## src/logic/switchArb_macros.svh

```systemverilog
`ifndef SWITCH_ARB_MACROS_SVH
`define SWITCH_ARB_MACROS_SVH

// Input ports of the slice: Local, North, East, West, South.
`define NUM_PORTS 5

// Flit field widths.
`define ID_W 3
`define LEN_W 12
`define DATA_W 32

// Flit identifier of a header flit, the one that carries the packet length.
`define FLIT_HEADER (`ID_W'(1))

`endif

```

## src/logic/switchArbPkg.sv

```systemverilog
`include "switchArb_macros.svh"

package switchArbPkg;

  // Rotation order of the arbiter follows the encoding order.
  typedef enum logic [2:0] {
    Local = 3'd0,
    North = 3'd1,
    East  = 3'd2,
    West  = 3'd3,
    South = 3'd4
  } portIdx_t;

  // Length is only meaningful in header flits.
  typedef struct packed {
    logic [`ID_W-1:0]   flitId;
    logic [`LEN_W-1:0]  length;
    logic [`DATA_W-1:0] data;
  } flit_t;

  typedef struct packed {
    logic  req;
    flit_t flit;
  } portIn_t;

  // One-hot arbiter state.
  // Bit 0 is idle, bit p+1 is port p (Local at bit 1 up to South at bit 5).
  typedef logic [`NUM_PORTS:0] grant_t;

  typedef struct packed {
    portIdx_t src;
    flit_t    flit;
  } outLink_t;

endpackage

```

## src/logic/portCapture.sv

```systemverilog
`include "switchArb_macros.svh"

module portCapture (
  input  logic                                   clk,
  input  logic                                   rst,
  input  switchArbPkg::portIn_t [`NUM_PORTS-1:0] ports,
  output switchArbPkg::portIn_t [`NUM_PORTS-1:0] capPorts,
  output logic [`NUM_PORTS-1:0]                  headerSeen
);

  // Stage one register. Only the request levels are cleared on reset.
  always_ff @(posedge clk)
  begin
    for (int p = 0; p < `NUM_PORTS; p++)
    begin
      capPorts[p].flit <= ports[p].flit;
      if (rst)
        capPorts[p].req <= 1'b0;
      else
        capPorts[p].req <= ports[p].req;
    end
  end

  // Header decode on the captured flit, independent of the request level.
  always_comb
  begin
    for (int p = 0; p < `NUM_PORTS; p++)
    begin
      headerSeen[p] = (capPorts[p].flit.flitId == `FLIT_HEADER);
    end
  end

endmodule

```

## src/logic/portTimer.sv

```systemverilog
`include "switchArb_macros.svh"

module portTimer (
  input  logic              clk,
  input  logic              rst,
  input  logic              loadLimit,
  input  logic [`LEN_W-1:0] length,
  input  logic              hold,
  output logic              expired
);

  logic [`LEN_W-1:0] limit;
  logic [`LEN_W-1:0] count;

  always_ff @(posedge clk)
  begin
    if (rst)
    begin
      limit <= '0;
      count <= '0;
    end
    else
    begin
      // Limit follows the most recent header offered on this port.
      if (loadLimit)
        limit <= length;
      if (hold)
        count <= count + 1'b1;
      else
        count <= '0;
    end
  end

  assign expired = (count == limit);

  // The arbiter must never hold a port whose count has reached its limit.
  assert property (@(posedge clk) disable iff (rst)
    hold |-> (count != limit))
    else $error("portTimer: port held at its length limit");

endmodule

```

## src/logic/switchArbiter.sv

```systemverilog
`include "switchArb_macros.svh"

module switchArbiter (
  input  logic                                   clk,
  input  logic                                   rst,
  input  switchArbPkg::portIn_t [`NUM_PORTS-1:0] capPorts,
  input  logic [`NUM_PORTS-1:0]                  headerSeen,
  output switchArbPkg::grant_t                   grant,
  output switchArbPkg::grant_t                   nextGrant
);

  import switchArbPkg::*;

  logic [`NUM_PORTS-1:0] reqVec;
  logic [`NUM_PORTS-1:0] keep;
  logic [`NUM_PORTS-1:0] expired;
  portIdx_t              holderIdx;
  logic                  holding;
  int                    startIdx;
  int                    scanIdx;
  logic                  found;

  // A port keeps the output while it requests and its timer runs.
  always_comb
  begin
    for (int p = 0; p < `NUM_PORTS; p++)
    begin
      reqVec[p] = capPorts[p].req;
      keep[p]   = grant[p + 1] & capPorts[p].req & ~expired[p];
    end
  end

  // Current owner of the output, if any.
  always_comb
  begin
    holderIdx = Local;
    holding   = 1'b0;
    for (int p = 0; p < `NUM_PORTS; p++)
    begin
      if (grant[p + 1])
      begin
        holderIdx = portIdx_t'(p);
        holding   = 1'b1;
      end
    end
  end

  // Next state. From idle the scan starts at Local, otherwise at the port
  // after the holder and wraps back to the holder itself.
  always_comb
  begin
    nextGrant = '0;
    found     = 1'b0;
    scanIdx   = 0;
    startIdx  = holding ? int'(holderIdx) + 1 : 0;
    if (|keep)
    begin
      nextGrant = grant;
    end
    else
    begin
      for (int off = 0; off < `NUM_PORTS; off++)
      begin
        scanIdx = (startIdx + off) % `NUM_PORTS;
        if (!found && reqVec[scanIdx])
        begin
          nextGrant[scanIdx + 1] = 1'b1;
          found                  = 1'b1;
        end
      end
      // Nobody requests.
      nextGrant[0] = ~found;
    end
  end

  always_ff @(posedge clk)
  begin
    if (rst)
      grant <= grant_t'(1);
    else
      grant <= nextGrant;
  end

  for (genvar p = 0; p < `NUM_PORTS; p++)
  begin : genTimer
    portTimer timerInst (
      .clk       (clk),
      .rst       (rst),
      .loadLimit (headerSeen[p]),
      .length    (capPorts[p].flit.length),
      .hold      (keep[p]),
      .expired   (expired[p])
    );
  end

  assert property (@(posedge clk) disable iff (rst) $onehot(grant))
    else $error("switchArbiter: grant is not one-hot");

  // A newly granted port must have had a captured request when it was chosen.
  assert property (@(posedge clk) disable iff (rst)
    ($changed(grant) && !grant[0]) |-> |(grant[`NUM_PORTS:1] & $past(reqVec)))
    else $error("switchArbiter: grant moved to a port without a request");

endmodule

```

## src/logic/switchTraversal.sv

```systemverilog
`include "switchArb_macros.svh"

module switchTraversal (
  input  logic                                   clk,
  input  logic                                   rst,
  input  switchArbPkg::grant_t                   nextGrant,
  input  switchArbPkg::portIn_t [`NUM_PORTS-1:0] capPorts,
  output switchArbPkg::outLink_t                 outLink,
  output logic                                   outVld
);

  import switchArbPkg::*;

  portIdx_t srcIdx;
  flit_t    selFlit;

  // One-hot to index, and the crossbar mux for this output.
  always_comb
  begin
    srcIdx  = Local;
    selFlit = capPorts[0].flit;
    for (int p = 0; p < `NUM_PORTS; p++)
    begin
      if (nextGrant[p + 1])
      begin
        srcIdx  = portIdx_t'(p);
        selFlit = capPorts[p].flit;
      end
    end
  end

  always_ff @(posedge clk)
  begin
    if (rst)
      outVld <= 1'b0;
    else
      outVld <= ~nextGrant[0];
  end

  // Link register only loads on a real decision.
  always_ff @(posedge clk)
  begin
    if (!nextGrant[0])
    begin
      outLink.src  <= srcIdx;
      outLink.flit <= selFlit;
    end
  end

  assert property (@(posedge clk) disable iff (rst)
    !outVld |-> (outLink === $past(outLink)))
    else $error("switchTraversal: link changed without a valid decision");

endmodule

```

## src/logic/switchArbTop.sv

```systemverilog
`include "switchArb_macros.svh"

module switchArbTop (
  input  logic                                   clk,
  input  logic                                   rst,
  input  switchArbPkg::portIn_t [`NUM_PORTS-1:0] ports,
  output switchArbPkg::grant_t                   grant,
  output switchArbPkg::outLink_t                 outLink,
  output logic                                   outVld
);

  import switchArbPkg::*;

  portIn_t [`NUM_PORTS-1:0] capPorts;
  logic [`NUM_PORTS-1:0]    headerSeen;
  grant_t                   nextGrant;

  // Stage one.
  portCapture capture0 (
    .clk        (clk),
    .rst        (rst),
    .ports      (ports),
    .capPorts   (capPorts),
    .headerSeen (headerSeen)
  );

  // Stage two.
  switchArbiter arbiter0 (
    .clk        (clk),
    .rst        (rst),
    .capPorts   (capPorts),
    .headerSeen (headerSeen),
    .grant      (grant),
    .nextGrant  (nextGrant)
  );

  // Stage three, registered alongside grant.
  switchTraversal traversal0 (
    .clk       (clk),
    .rst       (rst),
    .nextGrant (nextGrant),
    .capPorts  (capPorts),
    .outLink   (outLink),
    .outVld    (outVld)
  );

endmodule

```

## config.mk

```make
export PLATFORM = sky130hd
export DESIGN_NAME = switchArbTop
export DESIGN_NICKNAME = d
export VERILOG_FILES = /design/src/logic/switchArbPkg.sv /design/src/logic/portCapture.sv /design/src/logic/portTimer.sv /design/src/logic/switchArbiter.sv /design/src/logic/switchTraversal.sv /design/src/logic/switchArbTop.sv
export VERILOG_INCLUDE_DIRS = /design/src /design/src/logic
export SDC_FILE = /design/constraint.sdc
export NUM_CORES = 1
export LEC_CHECK = 0
export ABC_AREA = 1
export BUFFER_PORTS_ARGS = -buffer_cell sky130_fd_sc_hd__buf_4
export CAP_MARGIN = 10
export CELL_PAD_IN_SITES_DETAIL_PLACEMENT = 0
export CELL_PAD_IN_SITES_GLOBAL_PLACEMENT = 1
export CORE_MARGIN = 2
export CORE_UTILIZATION = 45
export DETAILED_ROUTE_END_ITERATION = 12
export GPL_ROUTABILITY_DRIVEN = 1
export PLACE_DENSITY = 0.95
export SLEW_MARGIN = 20
export SYNTH_ARGS = -nofsm -noshare
export SYNTH_HDL_FRONTEND = slang
export SYNTH_SLANG_ARGS = --single-unit
```

## constraint.sdc

```tcl
create_clock -name clk -period 16.1 [get_ports clk]
set_clock_uncertainty 0.05 [all_clocks]
set_input_delay 4.025 -clock clk [delete_from_list [all_inputs] [get_ports clk]]
set_output_delay 4.025 -clock clk [all_outputs]
set_load 0.01 [all_outputs]
```

==> qor.txt, run 1 <==
# IOs - 299
Resized cells post-CTS - 0
worst skew pair latency - 580 ps
CTS tree - done
syn_area_per_cell - 7.95 um2
drt first pass iters - 5
Clk network pwr share - 18.5%
Post-DRT Antenna Nets - 0
Worst-path clk slew - 60 ps
Layout area overhead - 22.2%
Worst Setup SP - arbiter0.grant[5]
GRT Resource Usage Total - 24.7%
Avg WL per Cell - 16.8 um
Async S/R FF share, synth - 0%
Hold Path Cell Cnt - 2
RR Startpoint - arbiter0.grant[5]
largest net degree at the start of global routing - 76
critical path capture point type - flip-flop
Switching Fraction - 46.8%
CP max stage delay - 630 ps
Worst Path Required - 16,380 ps
Final Hold Viols - 0
die width - 204 um
worst-path maximum fanout - 50
Post-synth EDFFs - 50
drt drc - 0
Yosys Warn Count - 0
Max Clock Freq - 0.136 GHz
# diodes - 0
Slew Limit Fails - 0
Setup CP Type - flip-flop to flip-flop
cts hold-fix bufs - 0
DP Area - 20,600 um2
#FFs+latches synth - 417
Crit-path slowest cell - nand2_2
DP HPWL - 37.8 mm
port bufs - 298
TritonCTS buffer count - 43
maximum VDD drop - 0.000175 V
max cap viols - 0
global-route wire length before repair - 80.0 mm
CTS max path bufs - 3
sequential cell fraction of total power - 25.5%
sequential element share of the synthesized area - 49.0%
CTS root buf - clkbuf_16
post-synthesis instance area - 18,000 um2
fin area - 22,100 um2
Finish-stage setup viols - 0
internal power - 2.95 mW
Rows - 73
Final nets - 2,820
Netlist cell types - 54
CP arrival - 7630 ps
number of global-route vias before repair - 15,165
part of the cycle the worst path needs - 45.6%
Vias/cell - 5.03
most common cell after layout, fill and taps aside - nand2_1
status - finished, final reports clean
most frequent cells in the layout - nand2_1 (428), dfxtp_1 (367), inv_1 (332), buf_4 (309), nand3_1 (278)
Combinational Power Share - 56.0%
Fillers - 3,614
die area - 41,700 um2
initial antenna violation count - 1
share of cells above drive strength 1 - 18.5%
P per Cell Area - 251 nW/um2
switching power - 2.60 mW
final WL - 51.9 mm
ys flop type - dfxtp_1
clock sinks - 417
H-Tree Level Count - 2
DRT iter0 DRCs - 941
RSZ-0062 raised after global routing - no
post-synthesis cell count - 2,270
GPL Wtd Cong - 0.979
vias after detailed routing - 15,593
Initial Util - 45.5%
# Post-CTS Setup Buffers - 0
Hold Path Class - flip-flop to flip-flop
Hold Crit Start - arbiter0.genTimer[0].timerInst.limit[0]
R2R depth - 40
grt total ovfl - 0
most used cell along the critical path - nand2_1
min cycle time layout - 7350 ps
leak pwr - 10.8 nW
die height - 204 um
placeable core area - 39,600 um2
worst hold margin - 408 ps
Slew @ Worst Pin - 1070 ps
Startpoint Class - flip-flop
slew margin rel. - 28.1%
setup TNS - 0 ps
[worst paths after layout]
kind	end	slack, ps
max	traversal0.outLink[32]	8750
min	arbiter0.genTimer[0].timerInst.limit[0]	410
max reg2reg	traversal0.outLink[32]	8750
min reg2reg	arbiter0.genTimer[0].timerInst.limit[0]	410
[cell usage after synthesis, types with 3 or more instances]
library cell	count	area [um2]
buf_4	8	60.1
nand2_2	8	50.1
ha_1	38	475
inv_4	3	18.8
and3_1	4	25.0
or2_2	8	50.1
nor2_4	7	78.8
buf_2	26	130
o21ai_0	73	365
xnor2_1	18	158
o31ai_1	3	22.5
nor3_2	3	30.0
nand3_2	16	160
nand4_1	29	181
inv_1	333	1250
dfxtp_1	367	7350
nor2_2	9	56.3
nand2_1	433	1630
clkbuf_1	44	165
nor3_1	24	120
nor4_1	12	75.1
a21oi_2	12	105
nand3b_1	8	60.1
a21oi_1	121	606
o21bai_1	4	30.0
edfxtp_1	50	1500
inv_2	14	52.6
xor2_1	67	587
nand3_1	278	1390
nor3b_1	15	113
o21ai_1	8	40.0
buf_6	10	113
o211ai_1	5	37.5
nor2_1	183	687
o21ai_2	3	26.3
[sequential cells by signal, indices dropped and copies added (netlist names)]
name                               cells
arbiter0.genTimer.timerInst.count     60
arbiter0.genTimer.timerInst.limit     60
arbiter0.grant                         6
capture0.capPorts                    240
traversal0.outLink                    50
traversal0.outVld                      1
[through the flow]
stage	setup slack, ps	power (mW)	cells	utilization (%)
finish	8750	5.55	3100	55.6
floorplan	10500	3.75	2275	-
CTS	8850	5.55	3100	55.6
global route	8090	6.01	3100	55.6
detailed placement	8860	4.52	3020	51.9
global placement	9010	4.45	3020	51.9
[critical path: cells and delay by family, from the launching register on]
| family | cells | cell delay (ps) |
|---|---|---|
| flops | 1 | 590 |
| buf+inv | 7 | 1170 |
| compound gates | 1 | 60 |
| fa+ha+maj | 4 | 1060 |
| simple gates | 28 | 4120 |
[final cells by class]
cell class	count	area [um2]	area share, %
flip-flops and latches	417	8850	40.1
multi-input cells	1417	7430	33.7
repair buffers	309	2320	10.5
inverters	352	1330	6.03
clock buffers	63	1280	5.79
well taps	525	657	2.98
clock inverters	17	193	0.874
[per-layer routing]
layer | wire [um] | share of wire (%) | vias to the layer above | GRT usage (%)
met4 | 1960 | 3.8 | 2 | 10.6
met5 | 12 | 0.023 | - | 0
met1 | 22000 | 42 | 7126 | 31.4
met2 | 23400 | 45 | 597 | 39.2
met3 | 4610 | 8.9 | 119 | 6.63
li1 | - | - | 7749 | -
[kinds of logic after synthesis]
kind of cell	count (synthesis)	synth area share, %
AND/OR/NAND/NOR	1049	26.8
buffers and inverters	441	10.0
flip-flops	417	49.0
AO/OA/AOI/OAI	237	7.20
XOR/XNOR	86	4.22
adder cells (fa/ha/maj)	38	2.63
other	2	0.0416
[power groups by stage]
| stage | clock network (mW) | registers [mW] | logic, mW |
|---|---|---|---|
| 3_3_place_gp | 0 | 1.43 | 3.02 |
| 2_1_floorplan | 0 | 1.45 | 2.31 |
| 4_1_cts | 1.04 | 1.41 | 3.10 |
| 3_5_place_dp | 0 | 1.43 | 3.09 |
| 6_report | 1.03 | 1.41 | 3.11 |
| 5_1_grt | 1.09 | 1.42 | 3.50 |
Power figures use the tool's default switching activity.
==> inputs of run 2 (changes only) <==
--- a/config.mk
+++ b/config.mk
@@ -12,10 +12,10 @@
 export CELL_PAD_IN_SITES_DETAIL_PLACEMENT = 0
 export CELL_PAD_IN_SITES_GLOBAL_PLACEMENT = 1
 export CORE_MARGIN = 2
-export CORE_UTILIZATION = 45
+export CORE_UTILIZATION = 38
 export DETAILED_ROUTE_END_ITERATION = 12
 export GPL_ROUTABILITY_DRIVEN = 1
-export PLACE_DENSITY = 0.95
+export PLACE_DENSITY = 0.88
 export SLEW_MARGIN = 20
 export SYNTH_ARGS = -nofsm -noshare
 export SYNTH_HDL_FRONTEND = slang
==> constraint.sdc (replaced) <==
create_clock -name clk -period 6.4 [get_ports clk]
set_clock_uncertainty 0.05 [all_clocks]
set_input_delay 1.6 -clock clk [delete_from_list [all_inputs] [get_ports clk]]
set_output_delay 1.6 -clock clk [all_outputs]
set_load 0.01 [all_outputs]
==> qor.txt, run 2 (synthesis results as in run 1) <==
CP max stage delay - 480 ps (-150 ps)
GPL Wtd Cong - 0.909 (-7.2%)
placeable core area - 46,800 um2 (+18%)
Avg WL per Cell - 16.9 um (+0.76%)
# IOs - 299 (unchanged)
global-route wire length before repair - 83.2 mm (+3.9%)
critical path capture point type - flip-flop
leak pwr - 10.9 nW (+1.0%)
Rows - 79 (+8.2%)
drt first pass iters - 6 (+1)
CTS root buf - clkbuf_16
Crit-path slowest cell - ha_1
Hold Path Class - flip-flop to flip-flop
max FFs per register - 240 (unchanged)
Worst Path Required - 6660 ps (-9720 ps)
Finish-stage setup viols - 0 (unchanged)
die width - 222 um (+8.6%)
drt drc - 0 (unchanged)
clock sinks - 417 (unchanged)
maximum VDD drop - 0.000643 V (+270%)
DRT iter0 DRCs - 1,138 (+21%)
CP arrival - 6140 ps (-1490 ps)
part of the cycle the worst path needs - 91.9% (+46 points)
vias after detailed routing - 15,726 (+0.85%)
CTS tree - done
# diodes - 0 (unchanged)
final WL - 54.0 mm (+4.0%)
post-place setup slack - 176 ps (-8680 ps)
die area - 49,200 um2 (+18%)
grt total ovfl - 0 (unchanged)
Slew @ Worst Pin - 1010 ps (-62.6 ps)
Max Clock Freq - 0.170 GHz (+25%)
port bufs - 298 (unchanged)
Vias/cell - 4.91 (-2.3%)
Startpoint Class - flip-flop
Initial Util - 38.6% (-6.9 points)
GRT Resource Usage Total - 21.5% (-3.1 points)
P per Cell Area - 647 nW/um2 (+160%)
Final nets - 2,840 (+0.71%)
most common cell after layout, fill and taps aside - nand2_1
max cap viols - 0 (unchanged)
worst-path maximum fanout - 22 (-56%)
Final Hold Viols - 0 (unchanged)
final setup margin - 520 ps (-8230 ps)
TritonCTS buffer count - 43 (unchanged)
worst hold margin - 408 ps (+0.0170 ps)
most used cell along the critical path - nand2_1
Layout area overhead - 24.3%
worst skew pair latency - 590 ps (about the same)
share of cells above drive strength 1 - 19.3% (+0.83 points)
H-Tree Level Count - 2 (unchanged)
Worst-path clk slew - 70 ps (about the same)
DP HPWL - 40.5 mm (+7.1%)
most frequent cells in the layout - nand2_1 (426), dfxtp_1 (366), inv_1 (330), buf_4 (318), nand3_1 (278)
largest reg by FF count - capture0.capPorts
largest net degree at the start of global routing - 52 (-32%)
biggest regs - capture0.capPorts (240), arbiter0.genTimer.timerInst.count (60), arbiter0.genTimer.timerInst.limit (60)
Fillers - 4,490 (+24%)
status - finished, final reports clean
Post-DRT Antenna Nets - 0 (unchanged)
die height - 222 um (+8.6%)
min cycle time layout - 5880 ps (-1470 ps)
CTS max path bufs - 3 (unchanged)
slew margin rel. - 32.5% (+4.4 points)
initial antenna violation count - 1 (unchanged)
Slew Limit Fails - 0 (unchanged)
number of global-route vias before repair - 15,356 (+1.3%)
Setup CP Type - flip-flop to flip-flop
-- run 2: routing by layer --
layer  routed length (um)  up-vias  share of wire, %  GRT usage [%]
li1                     -     7784                 -              -
met1                23200     7256                43           27.3
met2                24400      605                45           35.0
met3                 4890       79               9.0           6.57
met4                 1580        2               2.9           7.06
met5                   16        -             0.030              0
-- run 2: report_power, final --
group          switching [mW]  internal (mW)  total, mW
combinational            5.51           2.96       8.47
clock                    1.06           1.43       2.49
sequential              0.162           3.39       3.55
-- run 2: final cells by class --
cell class              count  area (um2)  area share (%)
repair buffers            329        2600            11.6
flip-flops and latches    417        8850            39.5
well taps                 607         759            3.39
inverters                 352        1330            5.94
multi-input cells        1417        7470            33.3
clock inverters            13         125           0.558
clock buffers              66        1280            5.73
-- run 2: worst max-delay path, delay by kind of cell, from the launching register on --
kind / cells / cell delay [ps]
adders and majority gates: 4 / 1170
and+or+nand+nor: 20 / 2450
DFF: 1 / 380
buffers and inverters: 8 / 1060
xor gates and xnor gates: 2 / 400
AOI/OAI and AO/OA: 1 / 90
-- run 2: timing repair --
| item | 4_1_cts | 5_1_grt |
|---|---|---|
| resized for setup | 0 | 10 |
| endpoints found under the setup margin | 0 | 104 |
| hold buffers | 0 | 0 |
| buffers inserted | 0 | 7 |
-- run 2: through the flow --
stage / util (%) / cell area, um2 / TNS [ps] / cells / total power [mW]
2_1_floorplan: - / 18100 / 0 / 2275 / 9.44
3_3_place_gp: 44.7 / 20900 / 0 / 3114 / 11.6
3_5_place_dp: 44.7 / 20900 / 0 / 3114 / 11.8
4_1_cts: 47.7 / 22300 / 0 / 3193 / 14.3
5_1_grt: 48.0 / 22400 / -23.6 / 3201 / 15.7
6_report: 48.0 / 22400 / 0 / 3201 / 14.5
-- run 2: worst paths after layout --
kind | end | start | cells past startpoint | slack, ps
hold / removal | arbiter0.genTimer[4].timerInst.limit[9] | arbiter0.genTimer[4].timerInst.limit[9] | 2 | 410
setup reg to reg | traversal0.outLink[36] | arbiter0.grant[3] | 35 | 520
setup / recovery | traversal0.outLink[36] | arbiter0.grant[3] | 35 | 520
hold reg to reg | arbiter0.genTimer[4].timerInst.limit[9] | arbiter0.genTimer[4].timerInst.limit[9] | 2 | 410
